**src/verilog/core_defines.svh**
```systemverilog
`ifndef CORE_DEFINES_SVH
`define CORE_DEFINES_SVH

// Unified instruction and data RAM, in 32-bit words
`define CORE_MEM_WORDS 1024

// First fetch address out of reset
`define CORE_RESET_PC 32'h0000_0000

// ABI register a0, shown on the top-level status port
`define CORE_REG_A0 5'd10

`endif

```
**src/verilog/core_pkg.sv**
```systemverilog
`default_nettype none

package core_pkg;

    typedef logic [31:0] word_t;
    typedef logic [4:0]  reg_idx_t;

    // RV32I major opcodes, instr[6:0]
    typedef enum logic [6:0] {
        OPC_OP     = 7'b0110011,
        OPC_OP_IMM = 7'b0010011,
        OPC_LUI    = 7'b0110111,
        OPC_LOAD   = 7'b0000011,
        OPC_STORE  = 7'b0100011,
        OPC_BRANCH = 7'b1100011,
        OPC_JAL    = 7'b1101111,
        OPC_SYSTEM = 7'b1110011
    } opcode_e;

    typedef enum logic [2:0] {
        ALU_ADD, ALU_SUB, ALU_AND, ALU_OR, ALU_XOR, ALU_SLT, ALU_PASS_B
    } alu_op_e;

    typedef enum logic [1:0] {RES_ALU, RES_MEM, RES_PC4} result_src_e;

    typedef enum logic [1:0] {FWD_NONE, FWD_M, FWD_W} fwd_sel_e;

    typedef struct packed {
        logic  valid;
        word_t pc;
        word_t instr;
    } fetch_pkt_t;

    // Decode to execute
    typedef struct packed {
        logic        valid;
        word_t       pc;
        reg_idx_t    rs1;
        reg_idx_t    rs2;
        reg_idx_t    rd;
        word_t       rs1_data;
        word_t       rs2_data;
        word_t       imm;
        alu_op_e     alu_op;
        logic        alu_src_imm;
        result_src_e result_src;
        logic        reg_write;
        logic        mem_read;
        logic        mem_write;
        logic        halt;
    } exec_pkt_t;

    // Execute to memory, reused for the W register
    typedef struct packed {
        logic        valid;
        word_t       pc;
        reg_idx_t    rd;
        word_t       alu_result;
        word_t       store_data;
        result_src_e result_src;
        logic        reg_write;
        logic        mem_read;
        logic        mem_write;
        logic        halt;
    } mem_pkt_t;

    typedef struct packed {
        logic     valid;   // Register write enable
        reg_idx_t rd;
        word_t    data;
    } wb_pkt_t;

    typedef struct packed {
        word_t addr;
        logic  we;
        word_t wdata;
    } mem_req_t;

endpackage

`default_nettype wire

```
**src/verilog/fetch_stage.sv**
```systemverilog
`timescale 1ns/1ps
`default_nettype none

`include "core_defines.svh"

module fetch_stage (
    input  logic                  clk,
    input  logic                  reset,
    input  logic                  stall,
    input  logic                  redirect,
    input  core_pkg::word_t       redirect_pc,
    input  logic                  fetch_grant,
    input  core_pkg::word_t       rdata,
    output logic                  fetch_req,
    output core_pkg::mem_req_t    fetch_addr,
    output core_pkg::fetch_pkt_t  fetch_pkt
);

    core_pkg::word_t      pc;
    core_pkg::word_t      inflight_pc;
    logic                 inflight;      // Read granted last cycle so its word is on rdata now
    core_pkg::fetch_pkt_t held;          // Word parked while decode is stalled

    assign fetch_req = !reset && !stall;

    // A redirect goes straight to the RAM so the target costs only one bubble
    assign fetch_addr = '{addr: redirect ? redirect_pc : pc, we: 1'b0, wdata: '0};

    assign fetch_pkt = held.valid ? held
                     : core_pkg::fetch_pkt_t'{valid: inflight, pc: inflight_pc, instr: rdata};

    always_ff @(posedge clk) begin
        if (reset) begin
            pc         <= `CORE_RESET_PC;
            inflight   <= 1'b0;
            held.valid <= 1'b0;
        end else begin
            inflight <= fetch_grant;
            if (fetch_grant) begin
                pc <= fetch_addr.addr + 32'd4;
            end else if (redirect) begin
                pc <= redirect_pc;   // Lost arbitration so retry the target next cycle
            end
            if (!stall) begin
                held.valid <= 1'b0;  // Decode takes it this cycle
            end else if (!held.valid) begin
                held.valid <= inflight;
            end
        end
        inflight_pc <= fetch_addr.addr;
        if (!held.valid) begin
            held.pc    <= inflight_pc;
            held.instr <= rdata;
        end
    end

endmodule

`default_nettype wire

```
**config.mk**
```make
export PLATFORM = sky130hd
export DESIGN_NAME = fetch_stage
export DESIGN_NICKNAME = d
export VERILOG_FILES = /design/src/verilog/core_pkg.sv /design/src/verilog/fetch_stage.sv
export VERILOG_INCLUDE_DIRS = /design/src /design/src/verilog
export SDC_FILE = /design/constraint.sdc
export NUM_CORES = 1
export LEC_CHECK = 0
export BUFFER_PORTS_ARGS = -buffer_cell sky130_fd_sc_hd__buf_2
export CELL_PAD_IN_SITES_DETAIL_PLACEMENT = 0
export CELL_PAD_IN_SITES_GLOBAL_PLACEMENT = 2
export CORE_MARGIN = 10
export CORE_UTILIZATION = 29
export DETAILED_ROUTE_END_ITERATION = 10
export PLACE_DENSITY_LB_ADDON = 0.1
export SLEW_MARGIN = 10
export SYNTH_ARGS = -nofsm -noshare
export SYNTH_HDL_FRONTEND = slang
export SYNTH_SLANG_ARGS = --single-unit
```
**constraint.sdc**
```tcl
create_clock -name clk -period 2.4 [get_ports clk]
set_input_delay 0.24 -clock clk [delete_from_list [all_inputs] [get_ports clk]]
set_output_delay 0.24 -clock clk [all_outputs]
set_load 0.05 [all_outputs]
```
==> results.yml <==
finish:
  stdcell_area_mm2: 0.007691
  final_cell_mix: "buf_2 (166), mux2_2 (87), dfxtp_1 (65), edfxtp_1 (64), conb_1 (33)"
  antennaDiodeCount: 0
  final_common_cell: "buf_2"
  drive_above_1_share_pct: 46.78
  fin_cells: 932
  syn_to_final_growth_pct: 34.83
  nNetsFinal: 724
timing:
  relSlewSlack_pct: 61.45
  rsz0062_at_grt: "no"
  skew_ps: 7.344
  period_needed_ps: 2040
  finalMaxSlewViolations: 0
  setup_viol: 0
  fin_crit_sh_pct: 84.99
  hold_viol: 0
  tns_ps: 0
  tightest_slew_ps: 578.2
  max_freq_ghz: 0.4903
global_routing:
  track_usage_pct: 12.31
  antenna_found_initial: 0
  grt_max_degree: 37
  grt_overflow: 0
  first_global_vias: 4325
  grt_pass1_wl_um: 24890
flow_run:
  maxCapViolCount: 0
placement:
  io_buffers: 166
  placed_cells: 876
  place.gp.congestion: 0.7841
  place_area_mm2: 0.006819
  hpwl_um: 12170
power:
  p_leak_nw: 3.368
  irDropWorstVdd_uv: 481.5
  p_per_area_mw_per_mm2: 848.0
detailed_routing:
  wl_per_cell_um: 17.09
  final_antenna_net_count: 0
  vias_per_cell: 4.350
  dr_total_vias: 4054
  drtIter0Drc: 187
  drc: 0
  wirelength_um: 15930
  drt-pass1-iter-count: 4
critical_path:
  cp_max_fo: 28
  rr_worst_depth: 6
  worstSetupEndpointType: "primary output"
  crit_end: "fetch_pkt[5]"
  startpoint: "held[64]$_SDFF_PP0_"
  startpoint_type: "flip-flop"
  r2r_slack_ps: 430
  arrival_ps: 1800
  worstReg2RegEnd: "pc[31]$_SDFF_PP0_"
  r2r_start: "pc[17]$_SDFF_PP0_"
  worst-setup-path-type: "flip-flop to primary output"
  worstPathRequired_ps: 2160
floorplanning:
  dieWidth_um: 160.3
  io_pins: 200
  rows: 51
  dieArea_mm2: 0.02568
  die_h_um: 160.3
  coreArea_mm2: 0.01940
  initial_core_util_pct: 29.41
synth:
  syn_inst: 450
  yosysUniqueCellTypes: 45
  syn_avg_cell_area_um2: 12.68
  synth-seq-cells: 130
  ys_seq_area_share_pct: 56.85
  yosysWarnings: 0
  synth_area_mm2: 0.005704
status:
  status: "complete, no violations"
clock_network:
  cts.clk_slew.worst_paths_ps: 60
  clock-sinks: 130
  clock_latency_ps: 410
  cts-root-buf: "clkbuf_16"
  clk_path_buf_depth: 2
  tritoncts: "done"
  htree_levels: 4
  cts.repair.resized: 0
  cts_buffers: 17
min_path:
  hold_class: "primary input to flip-flop"
[through the flow]
step	util (%)	hold WS [ps]	setup slack, ps	power, mW
after floorplan	-	338.9	4.382	3.553
after global placement	35.15	410.4	75.60	3.817
after detailed placement	35.15	413.4	17.32	3.826
after CTS	39.65	1.965	308.7	6.627
after global routing	39.65	0.1323	254.9	6.795
final	39.65	24.86	360.3	6.522
[sequential cells by signal (all words and copies together), names as in the netlist]
signal	cells
inflight	1
inflight_pc	32
held	65
pc	32
[Yosys cell counts, drive strengths merged]
library cell	number	share of area (%)
nand3	17	1.6
nor4	2	0.22
or3	2	0.22
or4	4	0.53
nor3b	2	0.26
xor2	6	0.92
nand4b	3	0.72
ha	1	0.22
o21ai	9	0.79
o211a	1	0.18
a31oi	3	0.33
buf	40	5.1
mux2i	8	1.4
a222oi	2	0.35
nand4	14	1.6
a21oi	6	0.53
and3	4	0.44
or2	1	0.11
dfxtp	66	23
nor2b	11	1.2
clkbuf	17	1.3
inv	9	0.59
a21o	1	0.13
mux2	88	17
nand2b	1	0.11
and4	1	0.15
a22oi	5	0.66
conb	1	0.066
a32oi	1	0.15
nand2	15	0.99
edfxtp	64	34
o31a	1	0.15
nor3	8	0.70
nand3b	8	1.3
and3b	2	0.31
nor2	18	1.2
xnor2	8	1.2
[per-layer routing]
metal / part of all wire [%] / track usage, %
met3: 5.5 / 4.344
met2: 45 / 19.18
met5: 0 / 0
met1: 48 / 15.59
met4: 1.0 / 3.965
[where the power goes]
part           internal [mW]  switching, mW  total, mW
Clock                   1.76          0.971       2.73
Sequential              2.51         0.0632       2.57
Combinational          0.334          0.887       1.22
Total                   4.60           1.92       6.52
[cells by family after synthesis]
family	Yosys count	share of synthesized area, %
AO/OA/AOI/OAI	29	3.268
XOR/XNOR	14	2.150
adder cells (fa/ha/maj)	1	0.2193
buffers and inverters	66	7.019
flip-flops	130	56.85
multiplexers	96	18.78
other	1	0.06574
AND/OR/NAND/NOR	113	11.65
[how the worst min path moves through the flow]
stage | end | slack, ps | start | cells past startpoint
floorplan | held[0]$_DFFE_PN_ | 340 | rdata[0] | 0
global placement | held[56]$_DFFE_PN_ | 410 | inflight_pc[24]$_DFF_P_ | 0
detailed placement | held[35]$_DFFE_PN_ | 410 | inflight_pc[3]$_DFF_P_ | 0
CTS | held[0]$_DFFE_PN_ | 2 | rdata[0] | 1
global route | held[0]$_DFFE_PN_ | 0.1 | rdata[0] | 1
finish | held[13]$_DFFE_PN_ | 20 | rdata[13] | 1
[cell type report]
type,instances,area (µm²)
Clock buffer,21,481.7
Clock inverter,11,150.1
Fill cell,1903,11710
Inverter,9,37.54
Multi-Input combinational cell,286,2185
Sequential cell,130,3247
Tap cell,265,331.6
Timing Repair Buffer,210,1259
[critical path, stage by stage (launching register included)]
cell and delay [ps]:
dfxtp_4 560, buf_12 240, mux2_2 350, buf_2 210
[repair_timing]
action	4_1_cts	5_1_grt
buffers inserted	0	0
hold buffers	24	0
endpoints found under the hold margin	24	0
(Power assumes the default switching activity.)
