==> src/verilog/core_defines.svh <==
`ifndef CORE_DEFINES_SVH
`define CORE_DEFINES_SVH

// Unified instruction and data RAM, in 32-bit words
`define CORE_MEM_WORDS 1024

// First fetch address out of reset
`define CORE_RESET_PC 32'h0000_0000

// ABI register a0, shown on the top-level status port
`define CORE_REG_A0 5'd10

`endif

==> src/verilog/core_pkg.sv <==
`default_nettype none

package core_pkg;

    typedef logic [31:0] word_t;
    typedef logic [4:0]  reg_idx_t;

    // RV32I major opcodes, instr[6:0]
    typedef enum logic [6:0] {
        OPC_OP     = 7'b0110011,
        OPC_OP_IMM = 7'b0010011,
        OPC_LUI    = 7'b0110111,
        OPC_LOAD   = 7'b0000011,
        OPC_STORE  = 7'b0100011,
        OPC_BRANCH = 7'b1100011,
        OPC_JAL    = 7'b1101111,
        OPC_SYSTEM = 7'b1110011
    } opcode_e;

    typedef enum logic [2:0] {
        ALU_ADD, ALU_SUB, ALU_AND, ALU_OR, ALU_XOR, ALU_SLT, ALU_PASS_B
    } alu_op_e;

    typedef enum logic [1:0] {RES_ALU, RES_MEM, RES_PC4} result_src_e;

    typedef enum logic [1:0] {FWD_NONE, FWD_M, FWD_W} fwd_sel_e;

    typedef struct packed {
        logic  valid;
        word_t pc;
        word_t instr;
    } fetch_pkt_t;

    // Decode to execute
    typedef struct packed {
        logic        valid;
        word_t       pc;
        reg_idx_t    rs1;
        reg_idx_t    rs2;
        reg_idx_t    rd;
        word_t       rs1_data;
        word_t       rs2_data;
        word_t       imm;
        alu_op_e     alu_op;
        logic        alu_src_imm;
        result_src_e result_src;
        logic        reg_write;
        logic        mem_read;
        logic        mem_write;
        logic        halt;
    } exec_pkt_t;

    // Execute to memory, reused for the W register
    typedef struct packed {
        logic        valid;
        word_t       pc;
        reg_idx_t    rd;
        word_t       alu_result;
        word_t       store_data;
        result_src_e result_src;
        logic        reg_write;
        logic        mem_read;
        logic        mem_write;
        logic        halt;
    } mem_pkt_t;

    typedef struct packed {
        logic     valid;   // Register write enable
        reg_idx_t rd;
        word_t    data;
    } wb_pkt_t;

    typedef struct packed {
        word_t addr;
        logic  we;
        word_t wdata;
    } mem_req_t;

endpackage

`default_nettype wire

==> src/verilog/execute_stage.sv <==
`timescale 1ns/1ps
`default_nettype none

module execute_stage (
    input  logic                 clk,
    input  logic                 reset,
    input  logic                 flush,
    input  core_pkg::exec_pkt_t  exec_pkt,
    input  core_pkg::fwd_sel_e   alu_fwd1,
    input  core_pkg::fwd_sel_e   alu_fwd2,
    input  core_pkg::word_t      m_result,
    input  core_pkg::wb_pkt_t    wb,
    output core_pkg::exec_pkt_t  e_pkt,
    output core_pkg::mem_pkt_t   mem_pkt
);

    core_pkg::word_t op_a, op_b_reg, op_b, alu_out;

    function automatic core_pkg::word_t fwd_mux(input core_pkg::fwd_sel_e sel,
                                                input core_pkg::word_t reg_val,
                                                input core_pkg::word_t m_val,
                                                input core_pkg::word_t w_val);
        case (sel)
            core_pkg::FWD_M: return m_val;
            core_pkg::FWD_W: return w_val;
            default:         return reg_val;
        endcase
    endfunction

    always_ff @(posedge clk) begin
        e_pkt <= exec_pkt;
        if (reset || flush) begin
            e_pkt.valid <= 1'b0;   // Bubble
        end
    end

    assign op_a     = fwd_mux(alu_fwd1, e_pkt.rs1_data, m_result, wb.data);
    assign op_b_reg = fwd_mux(alu_fwd2, e_pkt.rs2_data, m_result, wb.data);
    assign op_b     = e_pkt.alu_src_imm ? e_pkt.imm : op_b_reg;

    always_comb begin
        case (e_pkt.alu_op)
            core_pkg::ALU_SUB:    alu_out = op_a - op_b;
            core_pkg::ALU_AND:    alu_out = op_a & op_b;
            core_pkg::ALU_OR:     alu_out = op_a | op_b;
            core_pkg::ALU_XOR:    alu_out = op_a ^ op_b;
            core_pkg::ALU_SLT:    alu_out = {31'd0, $signed(op_a) < $signed(op_b)};
            core_pkg::ALU_PASS_B: alu_out = op_b;
            default:              alu_out = op_a + op_b;
        endcase
    end

    // JAL link goes out as the result so M forwarding sees pc+4
    assign mem_pkt = '{
        valid:      e_pkt.valid,
        pc:         e_pkt.pc,
        rd:         e_pkt.rd,
        alu_result: (e_pkt.result_src == core_pkg::RES_PC4) ? e_pkt.pc + 32'd4 : alu_out,
        store_data: op_b_reg,
        result_src: e_pkt.result_src,
        reg_write:  e_pkt.reg_write,
        mem_read:   e_pkt.mem_read,
        mem_write:  e_pkt.mem_write,
        halt:       e_pkt.halt
    };

endmodule

`default_nettype wire

==> config.mk <==
export PLATFORM = sky130hd
export DESIGN_NAME = execute_stage
export DESIGN_NICKNAME = d
export VERILOG_FILES = /design/src/verilog/core_defines.svh /design/src/verilog/core_pkg.sv /design/src/verilog/execute_stage.sv
export SDC_FILE = /design/constraint.sdc
export NUM_CORES = 1
export LEC_CHECK = 0
export BUFFER_PORTS_ARGS = -buffer_cell sky130_fd_sc_hd__buf_2
export CAP_MARGIN = 15
export CORE_AREA = 4 4 192 194
export CTS_BUF_LIST = sky130_fd_sc_hd__clkbuf_8
export CTS_CLUSTER_DIAMETER = 150
export DETAILED_ROUTE_END_ITERATION = 12
export DIE_AREA = 0 0 196 198
export PLACE_DENSITY = 0.56
export SLEW_MARGIN = 10
export SYNTH_ARGS = -nofsm -noshare
export SYNTH_HDL_FRONTEND = slang
export SYNTH_SLANG_ARGS = --single-unit
export TNS_END_PERCENT = 20
==> constraint.sdc <==
create_clock -name clk -period 6.2 [get_ports clk]
set_input_delay 0.62 -clock clk [delete_from_list [all_inputs] [get_ports clk]]
set_output_delay 0.62 -clock clk [all_outputs]
set_load 0.005 [all_outputs]
==> impl_metrics.yaml <==
power_and_ir_drop:
  leakage_nw: 7.216
  switching_share_pct: 42.50
  p_int_w: 0.002015
  p_clk_share_pct: 24.4
  p_sw_w: 0.001489
  vdd_drop_max_mv: 0.2609
  powerDensity_nw_per_um2: 235.2
  comb_power_share_pct: 44.5
  power_frac_seq_pct: 31.2
timing:
  rsz0062_at_grt: "false"
  period_minus_slack_ns: 5.852
  setup_viol: 0
  relSlewSlack_pct: 31.09
  tightest_slew_ns: 1.034
  holdWs_ns: 0.1835
  finalHoldViolCount: 0
  fin_crit_sh_pct: 94.38
  slew_violations: 0
  tns_ns: 0
  fmax_mhz: 170.9
drt:
  vias: 13470
  final_antenna_net_count: 0
  dr.pass1.iters: 6
  wirelength_mm: 56.32
  via_per_inst: 5.463
  first_iter_violations: 1240
  wl_per_cell_um: 22.85
  drc: 0
yosys:
  syn_avg_cell_area_um2: 7.507
  yosys_register_bits: 154
  syn-instance-count: 1536
  synth_edf_count: 0
  synthFlopType: "dfxtp_1"
  yosysTopAreaCell: "dfxtp_1"
  syn-num-nets: 1870
  synth_largest_type_area_fraction_pct: 26.74
  syn_area_um2: 11530
  async_flop_share_pct: 0
  yosys_warnings: 0
  ys_types: 84
  synthTopCellsByArea: "dfxtp_1 (27%), ha_1 (11%), a21oi_1 (6.4%), o21ai_0 (5.9%), a22oi_1 (4.8%)"
  ys_seq_area_share_pct: 26.74
global_routing:
  overflow: 0
  grtUsageTotal_pct: 27.36
  antenna_found_initial: 5
  grt_pass1_vias: 12940
  grt_pass1_wl_mm: 81.28
  grt_max_degree: 49
layout:
  top_register: "e_pkt"
  top_regs: "e_pkt: 154 flops"
  drive_gt1_share_pct: 31.92
  num-nets-final: 2320
  nFillCells: 3827
  fin_util_pct: 42.30
  largest_register_ffs: 154
  area_growth_pct: 29.20
run:
  drv_cap: 0
cts:
  cts_tree: "built"
  numCtsBuffers: 17
  post_cts_buffers: 0
  clk_path_buf_depth: 2
  cts_root_buffer: "clkbuf_8"
  cts_max_level: 4
  clk_pin_slew_ns: 0.14
  cts.sinks: 154
worst_setup_path:
  crit_fanout: 15
  end_kind: "output port"
  cp.arrival_ns: 5.23
  critPathKind: "in2out"
  cp-start-kind: "primary input"
  critical_path_required_ns: 5.58
placed_design:
  dp_hpwl_mm: 45.75
  port_buffers: 486
  routabilityCongestion: 0.9514
floorplan:
  io_pins: 493
  core_area_um2: 35220
  floorplan.initialDensity_pct: 32.74
  die_area_um2: 38810
  die_y_um: 198
  std_cell_rows: 69
  die_w_um: 196
worst_hold_path:
  hold_path.class: "in2reg"
run_status:
  status: "finished clean"
worst max-delay path, cell delays in order:
cell and delay (ns):
buf_2 0.11, inv_1 0.05, ha_2 0.41, a22oi_1 0.11, nor2_1 0.11, a21oi_1 0.06, o21ai_0 0.59, inv_1 0.15
ha_1 0.45, and3_1 0.29, o211ai_1 0.12, a21oi_1 0.36, or2_2 0.23, a31oi_1 0.14, or4_1 0.67, nand2_1 0.12
a221oi_1 0.08, a211oi_1 0.27, buf_4 0.15, buf_2 0.10
kinds of logic (layout without fill, tap and decap cells):
kind of cell | after synthesis | in the layout | synth area share [%]
adder cells (fa/ha/maj) | 103 | 103 | 11.31
other | 0 | 5 | 0
AO/OA/AOI/OAI | 546 | 546 | 30.85
XOR/XNOR | 55 | 55 | 4.178
flip-flops | 154 | 154 | 26.74
multiplexers | 4 | 4 | 0.3472
buffers and inverters | 278 | 741 | 11.06
AND/OR/NAND/NOR | 396 | 396 | 15.53
routing by layer:
metal,vias up,track usage [%],share of wire [%]
met5,-,0,0.014
li1,6317,-,-
met2,646,45.31,47
met3,61,4.611,7.2
met1,6441,37.22,44
met4,2,7.008,1.9
power groups by stage:
stage / Combinational, W / Clock (W) / Sequential, W
5_1_grt: 0.00169 / 0.000910 / 0.00110
3_3_place_gp: 0.00152 / 0 / 0.00111
2_1_floorplan: 0.000903 / 0 / 0.00110
3_5_place_dp: 0.00153 / 0 / 0.00111
4_1_cts: 0.00153 / 0.000868 / 0.00109
6_report: 0.00156 / 0.000853 / 0.00109
cells in the final DEF, fill, tap and decap left out, drive strengths merged, types with 5 or more instances in the layout:
master   netlist  routed
and2           7       7
a31oi         15      15
nor3          16      16
nand3         24      24
o31ai         12      12
xor2          19      19
and3           7       7
o21bai         8       8
a2111oi        5       5
nor2         143     143
buf           66     572
nand2b         5       5
ha           101     101
or2            8       8
a21oi        148     148
clkbuf        74      18
o21ai        139     139
nand4         18      18
a221o         11      11
o221ai        18      18
o22ai          6       6
a21o          16      16
clkinv         3       6
o21a           5       5
or4            6       6
xnor2         36      36
a221oi        20      20
diode          0       5
nor4           7       7
o211ai         6       6
a21boi         9       9
a22oi         74      74
nor2b         12      12
nand2        130     130
dfxtp        154     154
inv          134     143
a211oi        13      13
per-stage QoR:
stage / instance area, um^2 / std cells / total power [W] / setup WS, ns
finish: 14900 / 2465 / 0.003503 / 0.3483
global route: 14900 / 2464 / 0.003697 / 0.09455
CTS: 14880 / 2460 / 0.003494 / 0.2508
detailed placement: 14470 / 2428 / 0.002640 / 0.2436
global placement: 14470 / 2428 / 0.002637 / 0.2562
floorplan: 11530 / 1536 / 0.002006 / 1.051
what timing repair did:
item,CTS,global route
setup endpoints to repair,0,1
resized for setup,0,1
hold buffers,0,0
cell type report:
type / count / area (um^2) / area share, %
diodes: 5 / 12.51 / 0.08398
clock buffers: 18 / 247.7 / 1.663
clock inverters: 14 / 170.2 / 1.142
inverters: 137 / 514.2 / 3.452
multi-input cells: 1104 / 7188 / 48.25
flip-flops and latches: 154 / 3085 / 20.71
well taps: 461 / 576.8 / 3.872
repair buffers: 572 / 3103 / 20.83
final timing paths:
path / startpoint / to / slack [ns] / cells after the start
setup / recovery: alu_fwd2[0] / mem_pkt[68] / 0.35 / 20
hold / removal: exec_pkt[37] / e_pkt[37] / 0.18 / 1
Yosys cell counts (all sizes together), types with 6 or more instances:
master and number:
a31oi 15, xnor2 36, dfxtp 154, nor3 16, nor2 143, a211oi 13, a221oi 20, o21bai 8
clkbuf 74, a221o 11, o211ai 6, and3 7, a21oi 148, nor2b 12, nand3 24, o22ai 6
nand4 18, a21boi 9, ha 101, a22oi 74, or4 6, o31ai 12, o221ai 18, or2 8
buf 66, nor4 7, inv 134, and2 7, o21ai 139, xor2 19, a21o 16, nand2 130
(Power assumes the default switching activity.)
