[src/verilog/core_defines.svh]
`ifndef CORE_DEFINES_SVH
`define CORE_DEFINES_SVH

// Unified instruction and data RAM, in 32-bit words
`define CORE_MEM_WORDS 1024

// First fetch address out of reset
`define CORE_RESET_PC 32'h0000_0000

// ABI register a0, shown on the top-level status port
`define CORE_REG_A0 5'd10

`endif

[src/verilog/core_pkg.sv]
`default_nettype none

package core_pkg;

    typedef logic [31:0] word_t;
    typedef logic [4:0]  reg_idx_t;

    // RV32I major opcodes, instr[6:0]
    typedef enum logic [6:0] {
        OPC_OP     = 7'b0110011,
        OPC_OP_IMM = 7'b0010011,
        OPC_LUI    = 7'b0110111,
        OPC_LOAD   = 7'b0000011,
        OPC_STORE  = 7'b0100011,
        OPC_BRANCH = 7'b1100011,
        OPC_JAL    = 7'b1101111,
        OPC_SYSTEM = 7'b1110011
    } opcode_e;

    typedef enum logic [2:0] {
        ALU_ADD, ALU_SUB, ALU_AND, ALU_OR, ALU_XOR, ALU_SLT, ALU_PASS_B
    } alu_op_e;

    typedef enum logic [1:0] {RES_ALU, RES_MEM, RES_PC4} result_src_e;

    typedef enum logic [1:0] {FWD_NONE, FWD_M, FWD_W} fwd_sel_e;

    typedef struct packed {
        logic  valid;
        word_t pc;
        word_t instr;
    } fetch_pkt_t;

    // Decode to execute
    typedef struct packed {
        logic        valid;
        word_t       pc;
        reg_idx_t    rs1;
        reg_idx_t    rs2;
        reg_idx_t    rd;
        word_t       rs1_data;
        word_t       rs2_data;
        word_t       imm;
        alu_op_e     alu_op;
        logic        alu_src_imm;
        result_src_e result_src;
        logic        reg_write;
        logic        mem_read;
        logic        mem_write;
        logic        halt;
    } exec_pkt_t;

    // Execute to memory, reused for the W register
    typedef struct packed {
        logic        valid;
        word_t       pc;
        reg_idx_t    rd;
        word_t       alu_result;
        word_t       store_data;
        result_src_e result_src;
        logic        reg_write;
        logic        mem_read;
        logic        mem_write;
        logic        halt;
    } mem_pkt_t;

    typedef struct packed {
        logic     valid;   // Register write enable
        reg_idx_t rd;
        word_t    data;
    } wb_pkt_t;

    typedef struct packed {
        word_t addr;
        logic  we;
        word_t wdata;
    } mem_req_t;

endpackage

`default_nettype wire

[src/verilog/decode_stage.sv]
`timescale 1ns/1ps
`default_nettype none

module decode_stage (
    input  logic                  clk,
    input  logic                  reset,
    input  logic                  stall,
    input  logic                  flush,
    input  core_pkg::fetch_pkt_t  fetch_pkt,
    input  core_pkg::word_t       rs1_data,
    input  core_pkg::word_t       rs2_data,
    input  core_pkg::word_t       fwd_m_result,
    input  logic                  cmp_fwd1,
    input  logic                  cmp_fwd2,
    output core_pkg::reg_idx_t    rs1,
    output core_pkg::reg_idx_t    rs2,
    output logic                  is_branch,
    output logic                  redirect,
    output core_pkg::word_t       redirect_pc,
    output core_pkg::exec_pkt_t   exec_pkt
);

    core_pkg::fetch_pkt_t d_pkt;
    core_pkg::opcode_e    opcode;
    core_pkg::word_t      instr;
    core_pkg::word_t      imm_i, imm_s, imm_b, imm_u, imm_j;
    core_pkg::word_t      cmp_a, cmp_b;
    logic                 is_jal;
    logic                 taken;

    always_ff @(posedge clk) begin
        if (reset) begin
            d_pkt.valid <= 1'b0;
        end else if (!stall) begin
            d_pkt       <= fetch_pkt;
            d_pkt.valid <= fetch_pkt.valid && !flush;  // Wrong-path word behind a redirect
        end
    end

    assign instr  = d_pkt.instr;
    assign opcode = core_pkg::opcode_e'(instr[6:0]);
    assign rs1    = instr[19:15];
    assign rs2    = instr[24:20];

    assign imm_i = {{20{instr[31]}}, instr[31:20]};
    assign imm_s = {{20{instr[31]}}, instr[31:25], instr[11:7]};
    assign imm_b = {{19{instr[31]}}, instr[31], instr[7], instr[30:25], instr[11:8], 1'b0};
    assign imm_u = {instr[31:12], 12'd0};
    assign imm_j = {{11{instr[31]}}, instr[31], instr[19:12], instr[20], instr[30:21], 1'b0};

    always_comb begin
        exec_pkt          = '0;
        exec_pkt.valid    = d_pkt.valid;
        exec_pkt.pc       = d_pkt.pc;
        exec_pkt.rs1      = rs1;
        exec_pkt.rs2      = rs2;
        exec_pkt.rd       = instr[11:7];
        exec_pkt.rs1_data = rs1_data;
        exec_pkt.rs2_data = rs2_data;
        is_branch         = 1'b0;
        is_jal            = 1'b0;
        case (opcode)
            core_pkg::OPC_OP: begin
                exec_pkt.reg_write = 1'b1;
                case ({instr[30], instr[14:12]})
                    4'b1_000: exec_pkt.alu_op = core_pkg::ALU_SUB;
                    4'b0_111: exec_pkt.alu_op = core_pkg::ALU_AND;
                    4'b0_110: exec_pkt.alu_op = core_pkg::ALU_OR;
                    4'b0_100: exec_pkt.alu_op = core_pkg::ALU_XOR;
                    4'b0_010: exec_pkt.alu_op = core_pkg::ALU_SLT;
                    default:  exec_pkt.alu_op = core_pkg::ALU_ADD;
                endcase
            end
            core_pkg::OPC_OP_IMM: begin   // ADDI only
                exec_pkt.reg_write   = 1'b1;
                exec_pkt.alu_src_imm = 1'b1;
                exec_pkt.imm         = imm_i;
            end
            core_pkg::OPC_LUI: begin
                exec_pkt.reg_write   = 1'b1;
                exec_pkt.alu_src_imm = 1'b1;
                exec_pkt.alu_op      = core_pkg::ALU_PASS_B;
                exec_pkt.imm         = imm_u;
            end
            core_pkg::OPC_LOAD: begin
                exec_pkt.reg_write   = 1'b1;
                exec_pkt.mem_read    = 1'b1;
                exec_pkt.alu_src_imm = 1'b1;
                exec_pkt.result_src  = core_pkg::RES_MEM;
                exec_pkt.imm         = imm_i;
            end
            core_pkg::OPC_STORE: begin
                exec_pkt.mem_write   = 1'b1;
                exec_pkt.alu_src_imm = 1'b1;
                exec_pkt.imm         = imm_s;
            end
            core_pkg::OPC_BRANCH: begin
                is_branch    = d_pkt.valid;
                exec_pkt.imm = imm_b;
            end
            core_pkg::OPC_JAL: begin
                is_jal              = d_pkt.valid;
                exec_pkt.reg_write  = 1'b1;
                exec_pkt.result_src = core_pkg::RES_PC4;
                exec_pkt.imm        = imm_j;
            end
            core_pkg::OPC_SYSTEM: exec_pkt.halt = d_pkt.valid;  // Only a live ECALL halts
            default: ;
        endcase
    end

    // Branch compare, M result forwarded in
    assign cmp_a = cmp_fwd1 ? fwd_m_result : rs1_data;
    assign cmp_b = cmp_fwd2 ? fwd_m_result : rs2_data;
    assign taken = instr[12] ? (cmp_a != cmp_b) : (cmp_a == cmp_b);  // BNE : BEQ

    assign redirect    = !stall && (is_jal || (is_branch && taken));
    assign redirect_pc = d_pkt.pc + exec_pkt.imm;

endmodule

`default_nettype wire

[config.mk]
export PLATFORM = sky130hd
export DESIGN_NAME = decode_stage
export DESIGN_NICKNAME = d
export VERILOG_FILES = /design/src/verilog/core_defines.svh /design/src/verilog/core_pkg.sv /design/src/verilog/decode_stage.sv
export SDC_FILE = /design/constraint.sdc
export NUM_CORES = 1
export LEC_CHECK = 0
export ABC_AREA = 1
export BUFFER_PORTS_ARGS = -buffer_cell sky130_fd_sc_hd__buf_2
export CORE_AREA = 3 3 140 142
export DETAILED_ROUTE_END_ITERATION = 16
export DIE_AREA = 0 0 143 145
export PLACE_DENSITY = 0.71
export SLEW_MARGIN = 15
export SYNTH_ARGS = -nofsm -noshare
export SYNTH_HDL_FRONTEND = slang
export SYNTH_SLANG_ARGS = --single-unit
[constraint.sdc]
create_clock -name clk -period 3.6 [get_ports clk]
set_input_delay 0.54 -clock clk [delete_from_list [all_inputs] [get_ports clk]]
set_output_delay 0.54 -clock clk [all_outputs]
set_load 0.005 [all_outputs]
==> metrics <==
Hold Slack=362 ps; Post-synth EDFFs=64; Mapped Nets=1289; slowest cell on the critical path=edfxtp_1; period utilization=1.10; Hold Crit Class=in2reg; First DRT Iteration DRCs=505; Worst-Skew Late Latency=350 ps; final worst-path setup slack=-372 ps; Metal-1 WL=10900 um; worst-margin pin slew=641 ps; Slew Limit Headroom=0.572; Worst Path Required=3060 ps; Reg power frac=0.362; die area=20700 um^2; cell family with most CP delay=compound AO/OA/AOI/OAI gates; CTS Buf Count=9; Finished Layout Cells=1683; Worst Hold Endpoint=exec_pkt[143]; Max Clock Freq=0.252 GHz; worst IR drop on VDD=0.417 mV; ys async rst share=0; Critical Path, Cell by Cell=inv_2, nand2_4, nor2_4, nand4_1, nand2_4, buf_4, inv_4, o21ai_2, ha_4, a21oi_2, o21ai_4, a21oi_4, o21ai_2, buf_6, nand3_1, o211ai_1, xor2_1, buf_2; first-pass GRT wire length=39600 um; r2r startpoint=exec_pkt[153]; status=complete, but fails checks; largest net degree at the start of global routing=64; final hold violation count=0; Die Y=145 um; Final ANT Viol Nets=0; Row Count=50; # setup viols final=25; hold_sp=fetch_pkt[54]; drt wl/cell=16.4 um; Starting Density=0.379; biggest area consumer among synthesized cells=edfxtp_1; Mapped Area=7040 um^2; clk root buf=clkbuf_16; WL final=27500 um; Longest Clk Path Bufs=2; Cell variety after synth=41; routed wl met3=2000 um; antenna violations before repair=4; maximum fanout along the worst path=4; Arrival @ worst endpoint=3430 ps; FF-to-FF End=exec_pkt[153]; via count of the first global-routing pass=7709; leakage power=0.00572 uW; RD Place Congestion=0.950; placed cell areas=8690 um^2; max incr delay on CP=430 ps; Synth Instances=1090; Power Dens Cells=259 nW/um^2; TritonCTS clock tree=built; Avg Inst Size Synth=6.46 um^2; crit path kind=reg2out; Synth Warn #=0; Max Transition Viols Final=0; CP Buf/Inv Count=5; Setup crit end kind=output port; Hold Path Depth=1; Max Cap Violations=0; failing checks=negative setup slack; area share of the largest cell type after synthesis=0.273; Residual DRC=0; CP startpoint kind=register; Max Clock Skew=0 ps; Layout area overhead=42.5%; 1st-pass router iterations=5; core area=18600 um^2; unrepaired setup endpoints after global routing=yes; Final Net Count=1641; clock power share=0.314; internal cell power=1720 uW; highest routed layer=met5; placed wire-length estimate=20600 um; gr ovfl total=0; Post-Place Setup Slack=-162 ps; clock slew at reported path FFs=70 ps; Die W=143 um; Seq/Total Area, Yosys=0.276; WL met2=13300 um; via count=8278; total track usage=0.241; layout cells sized above 1=0.431; FF-to-FF path depth=2; minimum clock period=3970 ps; CTS sink count=65; Synth area leaders=edfxtp_1, nand2_1, buf_4, inv_1, ha_1; Port Buf Inserts=364; placed insts=1623; H-tree levels=3; vias per cell=4.92; Post-synth top flop=edfxtp_1; Gate power share=0.324; Sw Ratio=0.335; r2r setup slk=2870 ps; Yosys reg bits=65; num ports=365; post-route cell area=10000 um^2; Psw=870 uW
cells by family after synthesis:
| group | Yosys count | synth area share |
|---|---|---|
| and+or+nand+nor | 596 | 0.342 |
| xor gates and xnor gates | 26 | 0.0324 |
| AOI/OAI and AO/OA | 114 | 0.0903 |
| buffers and inverters | 257 | 0.202 |
| adders and majority gates | 32 | 0.0580 |
| DFF | 65 | 0.276 |
Yosys cell counts, types with 2 or more instances:
master / n
xnor2_1: 5
o211ai_1: 5
nand3_1: 27
nor2_1: 50
nand3b_1: 2
nor3_1: 12
nor2_2: 2
a21boi_0: 3
inv_1: 142
edfxtp_1: 64
nand2_2: 5
nand2_1: 471
a21oi_1: 41
buf_2: 8
nand4_1: 12
nor4_1: 4
buf_4: 91
o21ai_1: 14
a211oi_1: 3
o21ai_0: 37
o21ai_2: 2
ha_1: 31
xor2_1: 21
buf_6: 14
inv_2: 2
or2_2: 7
cells in the final DEF (no fill, tap or decap), drive strengths merged, types with 4 or more instances in the layout:
master  instances
xnor2           5
nand3          28
nor2           53
ha             31
inv           146
clkinv          5
xor2           21
buf           453
a21oi          42
or2             7
o21ai          53
o211ai          5
nand2         477
nand4          13
nor4            4
nor3           13
edfxtp         64
clkbuf          9
layout make-up:
class,instances,area (um^2)
Antenna cell,2,5.00
Clock buffer,9,225
Clock inverter,7,43.8
Fill cell,1751,8550
Inverter,144,546
Multi-Input combinational cell,769,4400
Sequential cell,65,1940
Tap cell,234,293
Timing Repair Buffer,453,2570
flip-flops by register name (all words and copies together) (netlist names):
signal	flops
exec_pkt	33
instr	32
metrics by stage:
stage | TNS (ps) | power [uW] | util
2_1_floorplan | 0 | 1380 | -
3_3_place_gp | -39.7 | 1670 | 0.468
3_5_place_dp | -692 | 1670 | 0.468
4_1_cts | -1370 | 2540 | 0.511
5_1_grt | -9710 | 2730 | 0.540
6_report | -5600 | 2590 | 0.540
repair_timing:
action,CTS,global route
setup endpoints to repair,24,24
pin swaps,32,40
gates resized for setup,101,92
hold buffers,0,0
cloned,0,1
buffers inserted,25,17
metal layers:
layer | vias to the layer above | track usage
met2 | 378 | 0.407
met4 | 4 | 0.107
met5 | - | 0
li1 | 4053 | -
met3 | 88 | 0.0636
met1 | 3755 | 0.285
worst max-delay path by stage:
stage,end,slack (ps),from,depth (start not counted)
2_1_floorplan,redirect_pc[20],60,instr[3],18
3_3_place_gp,redirect_pc[22],-30,instr[3],19
3_5_place_dp,redirect_pc[22],-160,instr[3],19
4_1_cts,redirect_pc[22],-140,instr[2],19
5_1_grt,redirect_pc[28],-560,instr[4],20
6_report,redirect_pc[24],-370,instr[4],18
power groups by stage:
stage          combinational, uW  sequential, uW  clock, uW
2_1_floorplan                445             936          0
3_5_place_dp                 728             945          0
3_3_place_gp                 721             944          0
6_report                     840             938        815
5_1_grt                      932             942        861
4_1_cts                      780             933        831
No activity file was read; power rests on OpenSTA's default activity.
