==> src/verilog/core_defines.svh <==
`ifndef CORE_DEFINES_SVH
`define CORE_DEFINES_SVH

// Unified instruction and data RAM, in 32-bit words
`define CORE_MEM_WORDS 1024

// First fetch address out of reset
`define CORE_RESET_PC 32'h0000_0000

// ABI register a0, shown on the top-level status port
`define CORE_REG_A0 5'd10

`endif

==> src/verilog/core_pkg.sv <==
`default_nettype none

package core_pkg;

    typedef logic [31:0] word_t;
    typedef logic [4:0]  reg_idx_t;

    // RV32I major opcodes, instr[6:0]
    typedef enum logic [6:0] {
        OPC_OP     = 7'b0110011,
        OPC_OP_IMM = 7'b0010011,
        OPC_LUI    = 7'b0110111,
        OPC_LOAD   = 7'b0000011,
        OPC_STORE  = 7'b0100011,
        OPC_BRANCH = 7'b1100011,
        OPC_JAL    = 7'b1101111,
        OPC_SYSTEM = 7'b1110011
    } opcode_e;

    typedef enum logic [2:0] {
        ALU_ADD, ALU_SUB, ALU_AND, ALU_OR, ALU_XOR, ALU_SLT, ALU_PASS_B
    } alu_op_e;

    typedef enum logic [1:0] {RES_ALU, RES_MEM, RES_PC4} result_src_e;

    typedef enum logic [1:0] {FWD_NONE, FWD_M, FWD_W} fwd_sel_e;

    typedef struct packed {
        logic  valid;
        word_t pc;
        word_t instr;
    } fetch_pkt_t;

    // Decode to execute
    typedef struct packed {
        logic        valid;
        word_t       pc;
        reg_idx_t    rs1;
        reg_idx_t    rs2;
        reg_idx_t    rd;
        word_t       rs1_data;
        word_t       rs2_data;
        word_t       imm;
        alu_op_e     alu_op;
        logic        alu_src_imm;
        result_src_e result_src;
        logic        reg_write;
        logic        mem_read;
        logic        mem_write;
        logic        halt;
    } exec_pkt_t;

    // Execute to memory, reused for the W register
    typedef struct packed {
        logic        valid;
        word_t       pc;
        reg_idx_t    rd;
        word_t       alu_result;
        word_t       store_data;
        result_src_e result_src;
        logic        reg_write;
        logic        mem_read;
        logic        mem_write;
        logic        halt;
    } mem_pkt_t;

    typedef struct packed {
        logic     valid;   // Register write enable
        reg_idx_t rd;
        word_t    data;
    } wb_pkt_t;

    typedef struct packed {
        word_t addr;
        logic  we;
        word_t wdata;
    } mem_req_t;

endpackage

`default_nettype wire

==> src/verilog/hazard_unit.sv <==
`timescale 1ns/1ps
`default_nettype none

module hazard_unit (
    input  core_pkg::reg_idx_t  d_rs1,
    input  core_pkg::reg_idx_t  d_rs2,
    input  logic                d_is_branch,
    input  logic                d_is_ecall,
    input  core_pkg::exec_pkt_t e_pkt,
    input  core_pkg::mem_pkt_t  m_pkt,
    input  core_pkg::wb_pkt_t   wb,
    output logic                stall,
    output logic                flush_e,
    output logic                cmp_fwd1,
    output logic                cmp_fwd2,
    output core_pkg::fwd_sel_e  alu_fwd1,
    output core_pkg::fwd_sel_e  alu_fwd2
);

    logic load_use;
    logic branch_wait;

    // Producer writes a live, nonzero rd that the consumer reads
    function automatic logic hit(input logic writes, input core_pkg::reg_idx_t rd,
                                 input core_pkg::reg_idx_t rs);
        return writes && rd != 5'd0 && rd == rs;
    endfunction

    assign load_use = hit(e_pkt.valid && e_pkt.mem_read, e_pkt.rd, d_rs1)
                   || hit(e_pkt.valid && e_pkt.mem_read, e_pkt.rd, d_rs2);

    // Compare in D only sees M ALU results, so wait on E and on loads in M
    assign branch_wait = d_is_branch
        && (hit(e_pkt.valid && e_pkt.reg_write, e_pkt.rd, d_rs1)
         || hit(e_pkt.valid && e_pkt.reg_write, e_pkt.rd, d_rs2)
         || hit(m_pkt.valid && m_pkt.mem_read, m_pkt.rd, d_rs1)
         || hit(m_pkt.valid && m_pkt.mem_read, m_pkt.rd, d_rs2));

    // ECALL freezes fetch and D but keeps feeding E so it can retire
    assign stall   = load_use || branch_wait || d_is_ecall;
    assign flush_e = load_use || branch_wait;

    assign cmp_fwd1 = hit(m_pkt.valid && m_pkt.reg_write, m_pkt.rd, d_rs1);
    assign cmp_fwd2 = hit(m_pkt.valid && m_pkt.reg_write, m_pkt.rd, d_rs2);

    assign alu_fwd1 = hit(m_pkt.valid && m_pkt.reg_write, m_pkt.rd, e_pkt.rs1) ? core_pkg::FWD_M
                    : hit(wb.valid, wb.rd, e_pkt.rs1) ? core_pkg::FWD_W : core_pkg::FWD_NONE;
    assign alu_fwd2 = hit(m_pkt.valid && m_pkt.reg_write, m_pkt.rd, e_pkt.rs2) ? core_pkg::FWD_M
                    : hit(wb.valid, wb.rd, e_pkt.rs2) ? core_pkg::FWD_W : core_pkg::FWD_NONE;

endmodule

`default_nettype wire

==> config.mk <==
export PLATFORM = sky130hd
export DESIGN_NAME = hazard_unit
export DESIGN_NICKNAME = d
export VERILOG_FILES = /design/src/verilog/core_defines.svh /design/src/verilog/core_pkg.sv /design/src/verilog/hazard_unit.sv
export SDC_FILE = /design/constraint.sdc
export NUM_CORES = 1
export LEC_CHECK = 0
export BUFFER_PORTS_ARGS = -buffer_cell sky130_fd_sc_hd__buf_2
export CAP_MARGIN = 25
export CORE_AREA = 2 2 124 126
export DETAILED_ROUTE_END_ITERATION = 12
export DIE_AREA = 0 0 126 128
export SLEW_MARGIN = 15
export SYNTH_ARGS = -nofsm -noshare
export SYNTH_HDL_FRONTEND = slang
export SYNTH_SLANG_ARGS = --single-unit
==> constraint.sdc <==
create_clock -name vclk -period 3.5
set_input_delay 0.35 -clock vclk [all_inputs]
set_output_delay 0.35 -clock vclk [all_outputs]
set_load 0.03 [all_outputs]
==> results.md, run 1 <==
* Min-Delay Startpoint: d_is_ecall
* Top cells by area, synth: xor2_1, xnor2_1, or4_1, nand3_1, nor4_2
* Hold Path Depth at 4
* Max stage delay on crit path at 0.53 ns
* WHS Endpoint: stall
* Final Max Slew Viols at 0
* Setup Fix Bufs, Post-CTS at 0
* Placer Congestion at roughly 0.75
* # fillers at approximately 1800
* Share of cells above drive strength 1 at 45.1%
* DR vias at 670
* Slowest-stage cell, CP: or4_1
* Min cycle time layout at approximately 2.3 ns
* Synth cell count leaders: xor2_1, xnor2_1, nand3_1, or4_1, nor3_1
* FP Rows at 45
* Synthesized cell area at approximately 580 µm²
* Final HPWL DP at around 3000 µm
* Fin Setup TNS at 0 ns
* Total gr overflow at 0
* Final setup fails at 0
* Port Buffers at 52
* RSZ-0062 raised after global routing: no
* MaxCap Viol Count at 0
* Post-synth top area cell: xor2_1
* Chip height at roughly 130 µm
* Iter 0 DRT Violations at 16
* Cts repair resizes at 0
* Leakage at 0.398 nW
* Most common cell on crit path: buf_2
* Non-Filler Instances at approximately 310
* Vias/cell at 2.15
* Die area at 16100 µm²
* Critical path required time at 3.15 ns
* Critical Path Sink Type: primary output
* CLK BUF at 0
* WS Path Type: input port to primary output
* Maximum vdd drop at approximately 0.000014 V
* Critical path launch point type: input port
* Vias in the first global route at 717
* Cell family with most CP delay: simple AND/OR/NAND/NOR gates
* Post-DRT Antenna Nets at 0
* Seq cells at 0
* Worst setup margin at ~1.2 ns
* Dpl cells at just over 300
* Yosys top cell area share at between 30% and 40%
* Smallest hold slack at around 1.1 ns
* Critical-path maximum fanout at 5
* Buffers plus inverters on the worst setup path at 2
* Register Area at 0 µm²
* Syn Nets at 387
* Starting Density at 3.87%
* Layout area overhead at 81.7%
* Class of the worst hold path: input port to primary output
* Largest net degree at the start of global routing at 6
* Pwr/cell area at 94.9 nW/µm²
* Total number of yosys warnings at 0
* Pre-antenna DRT Iters at 2
* Routed wire per std cell at between 9 and 10 µm
* Max_slew headroom at 64.6%
* Initial antenna violation count at 2
* GRT Util Overall at under 10%
* Final instance area at between 1000 and 1500 µm²
* Hold_buf cts at 0
* Area after DPL at 1040 µm²
* Gate Count Post-Synth at 75
* Highest clock rate at 433 MHz
* Final WL at 3110 µm
* Status: finished clean
* WP data arrival at between 1.5 and 2 ns
* Worst Tran Pin Value at 0.526 ns
* Post-synth cell types at 19
* I/O pin count at 320
* First-pass GRT wire length at between 4000 and 5000 µm
* Worst path cell trace: buf_2 -> or4_1 -> o21a_1 -> nand2_2 -> nor4_1 -> nor4_2 -> buf_2
* Core area at between 10000 and 15000 µm²
* Die width at ~130 µm
* Mapped Avg Cell Area at roughly 7.7 µm²
* Pre-CTS setup slack at roughly 1.2 ns
* Most frequent cell after synthesis: xor2_1
* Final worst path period share at approximately two thirds
* Residual DRC at 0
* Final #Nets at ~440
* Sequential fraction of the synthesis area at 0%
* Endpoints failing hold at 0
[layout make-up]
cell class,count,area (µm²),share of cell area [%]
inverter,1,3.75,0.359
multi-input combinational,69,544,52.0
timing repair buffer,52,260,24.9
tap,188,235,22.5
antenna,1,2.50,0.239
[tightest hold or removal path, cell delays in order]
cell and delay [ns]:
buf_2 0.07, inv_1 0.03, o211ai_1 0.06, buf_2 0.22
[stage by stage]
stage          power (mW)  util, %
6_report           0.0993     7.04
5_1_grt             0.111     7.02
4_1_cts             0.102     7.02
3_5_place_dp        0.101     7.02
3_3_place_gp        0.100     7.02
2_1_floorplan      0.0549        -
[cell families after synthesis]
logic type      synth area share (%)
xor+xnor                        60.9
simple gates                    24.1
buf+inv                         5.43
compound gates                  9.57
[power by group]
group,switching (mW),internal (mW),leakage [nW]
clock network,0,0.0000000382,0.00000634
registers,0,0,0
logic,0.0512,0.0481,0.398
[worst max-delay path by stage]
| stage | startpoint | end | slack, ns | cells after the start |
|---|---|---|---|---|
| floorplan | m_pkt[72] | alu_fwd2[1] | 0.80 | 6 |
| global placement | m_pkt[70] | alu_fwd2[1] | 1.16 | 7 |
| detailed placement | m_pkt[70] | alu_fwd2[1] | 1.15 | 7 |
| CTS | m_pkt[70] | alu_fwd2[1] | 1.15 | 7 |
| global route | m_pkt[70] | alu_fwd2[1] | 1.07 | 7 |
| finish | m_pkt[70] | alu_fwd2[1] | 1.19 | 7 |
[metal layers]
layer | GRT usage (%) | up-vias | part of all wire [%]
met5 | 0 | - | 0.51
met4 | 0 | 2 | 0
met3 | 1.92 | 2 | 11
met2 | 6.48 | 21 | 47
met1 | 4.40 | 287 | 42
li1 | - | 358 | -
[cell usage in the layout, fill, tap and decap left out]
| master | netlist | final |
|---|---|---|
| buf_2 | 1 | 52 |
| xor2_1 | 23 | 23 |
| xnor2_1 | 17 | 17 |
| nand3_1 | 5 | 5 |
| or4_1 | 5 | 5 |
| nor3_1 | 4 | 4 |
| o211ai_1 | 2 | 2 |
| o21ai_0 | 2 | 2 |
| and3_1 | 2 | 2 |
| nor4_1 | 2 | 2 |
| nor4_2 | 2 | 2 |
| diode_2 | 0 | 1 |
| a31oi_1 | 1 | 1 |
| a21o_1 | 1 | 1 |
| o21a_1 | 1 | 1 |
| o2111ai_1 | 1 | 1 |
| inv_1 | 1 | 1 |
| nand2_2 | 1 | 1 |
Power figures use the tool's default switching activity.
==> run 2, diff against run 1 <==
Settings changed: CORE_AREA 2 2 124 126 to 2 2 125 127, DIE_AREA 0 0 126 128 to 0 0 127 129.
Clock period 3.5 ns to 2.3 ns, I/O delays scaled along.
==> run 2 against run 1 <==
Against the previous run: sequential share of layout area stayed put; first-iteration DRC count up 19%; combinational power up 51%; critical endpoint unchanged; largest cell class unchanged.
==> results.md, run 2 (synthesis gave the netlist of run 1 again) <==
* Max_slew headroom at 70.4% (+5.8 points)
* Leakage at 0.398 nW (unchanged)
* Final Max Slew Viols at 0 (unchanged)
* Vias/cell at 2.25 (+4.6%)
* Highest clock rate at around 480 MHz
* Worst path cell trace: buf_2 -> or4_1 -> o21a_1 -> nand2_2 -> nor4_1 -> nor4_2 -> buf_2
* FP Rows at 45 (unchanged)
* Critical path launch point type: input port
* Chip height at 129 µm (+0.78%)
* Core area at 15000 µm² (+0.76%)
* CLK BUF at 0 (unchanged)
* MaxCap Viol Count at 0 (unchanged)
* Port Buffers at 52 (unchanged)
* Critical Path Sink Type: primary output
* Register Area at 0 µm² (unchanged)
* Initial antenna violation count at 3 (+1)
* WS Path Type: input port to primary output
* Commonest non-fill, non-tap cell in the layout: buf_2
* Slowest-stage cell, CP: or4_1
* Class of the worst hold path: input port to primary output
* Die area at 16400 µm² (+1.6%)
* Most common cell on crit path: buf_2
* Final worst path period share at about 91%
* Largest net degree at the start of global routing at 6 (unchanged)
* Residual DRC at 0 (unchanged)
* Cts repair resizes at 0 (unchanged)
* Pre-CTS setup slack at 0.220 ns (-0.932 ns)
* Die width at 127 µm (+0.79%)
* Iter 0 DRT Violations at 19 (+3)
* Critical-path maximum fanout at 5 (unchanged)
* Critical path required time at 2.07 ns (-1.08 ns)
* Smallest hold slack at 0.849 ns (-0.240 ns)
* WP data arrival at 1.86 ns (-0.10 ns)
* Min cycle time layout at between 2 and 2.5 ns
* Final setup fails at 0 (unchanged)
* First-pass GRT wire length at 4680 µm (+3.8%)
* GRT Util Overall at 3.87% (+0.14 points)
* Worst setup margin at 0.214 ns (-0.979 ns)
* Maximum vdd drop at 0.0000164 V (+21%)
* Total gr overflow at 0 (unchanged)
* I/O pin count at 320 (unchanged)
* Final HPWL DP at 3080 µm (+4.7%)
* Vias in the first global route at 730 (+1.8%)
* Seq cells at 0 (unchanged)
* Placer Congestion at 0.732 (-3.0%)
* Utilization after layout at 6.98% (-0.053 points)
* Pwr/cell area at 143 nW/µm² (+51%)
* Status: finished clean
* Commonest non-fill, non-tap cells in the layout: buf_2, xor2_1, xnor2_1
* Final WL at 3260 µm (+4.9%)
* Share of cells above drive strength 1 at 45.1% (unchanged)
* Worst Tran Pin Value at 0.440 ns (-0.0861 ns)
* Post-DRT Antenna Nets at 0 (unchanged)
* Routed wire per std cell at 10.5 µm (+4.9%)
* Max stage delay on crit path at 0.53 ns (about the same)
* Layout area overhead at 81.7% (unchanged)
* RSZ-0062 raised after global routing: no
* Starting Density at 3.84% (-0.029 points)
* Endpoints failing hold at 0 (unchanged)
* # fillers at 1797 (+0.17%)
* Pre-antenna DRT Iters at 3 (+1)
* Hold_buf cts at 0 (unchanged)
* DR vias at 701 (+4.6%)
* Final #Nets at 436 (unchanged)
* Setup Fix Bufs, Post-CTS at 0 (unchanged)
==> run 2: area by class of cell <==
type | count | area [µm²] | share of cell area [%]
multi-input cells | 69 | 544 | 52.0
repair buffers | 52 | 260 | 24.9
well taps | 188 | 235 | 22.5
inverters | 1 | 3.75 | 0.359
diodes | 1 | 2.50 | 0.239
==> run 2: critical path: cells and delay by family <==
kind | cells | cell delay [ns]
compound gates | 1 | 0.22
buf+inv | 2 | 0.39
simple gates | 4 | 1.00
==> run 2: per-layer routing <==
metal,vias up,track usage [%],routed length [µm]
met1,315,4.16,1260
met4,4,0,2
li1,357,-,-
met3,4,2.25,375
met5,-,0,27
met2,21,7.05,1590
==> run 2: path summary, 6_finish.rpt <==
path                  startpoint          end  slack [ns]  cells after the start
worst max-delay path   m_pkt[70]  alu_fwd2[1]        0.21                      7
worst min-delay path  d_is_ecall        stall        0.85                      4
==> run 2: per-stage QoR <==
step | total power, mW | std cells | cell area [µm²] | setup TNS, ns
after detailed placement | 0.153 | 310 | 1040 | 0
after global routing | 0.169 | 310 | 1040 | 0
after CTS | 0.154 | 310 | 1040 | 0
after global placement | 0.151 | 310 | 1040 | 0
final | 0.150 | 311 | 1050 | 0
after floorplan | 0.0835 | 75 | 576 | -0.320
==> run 2: power breakdown <==
| part | internal [mW] | leakage [nW] | switching (mW) | total, mW |
|---|---|---|---|---|
| Sequential | 0 | 0 | 0 | 0 |
| Clock | 0.0000000581 | 0.00000634 | 0 | 0.0000000581 |
| Combinational | 0.0732 | 0.398 | 0.0765 | 0.150 |
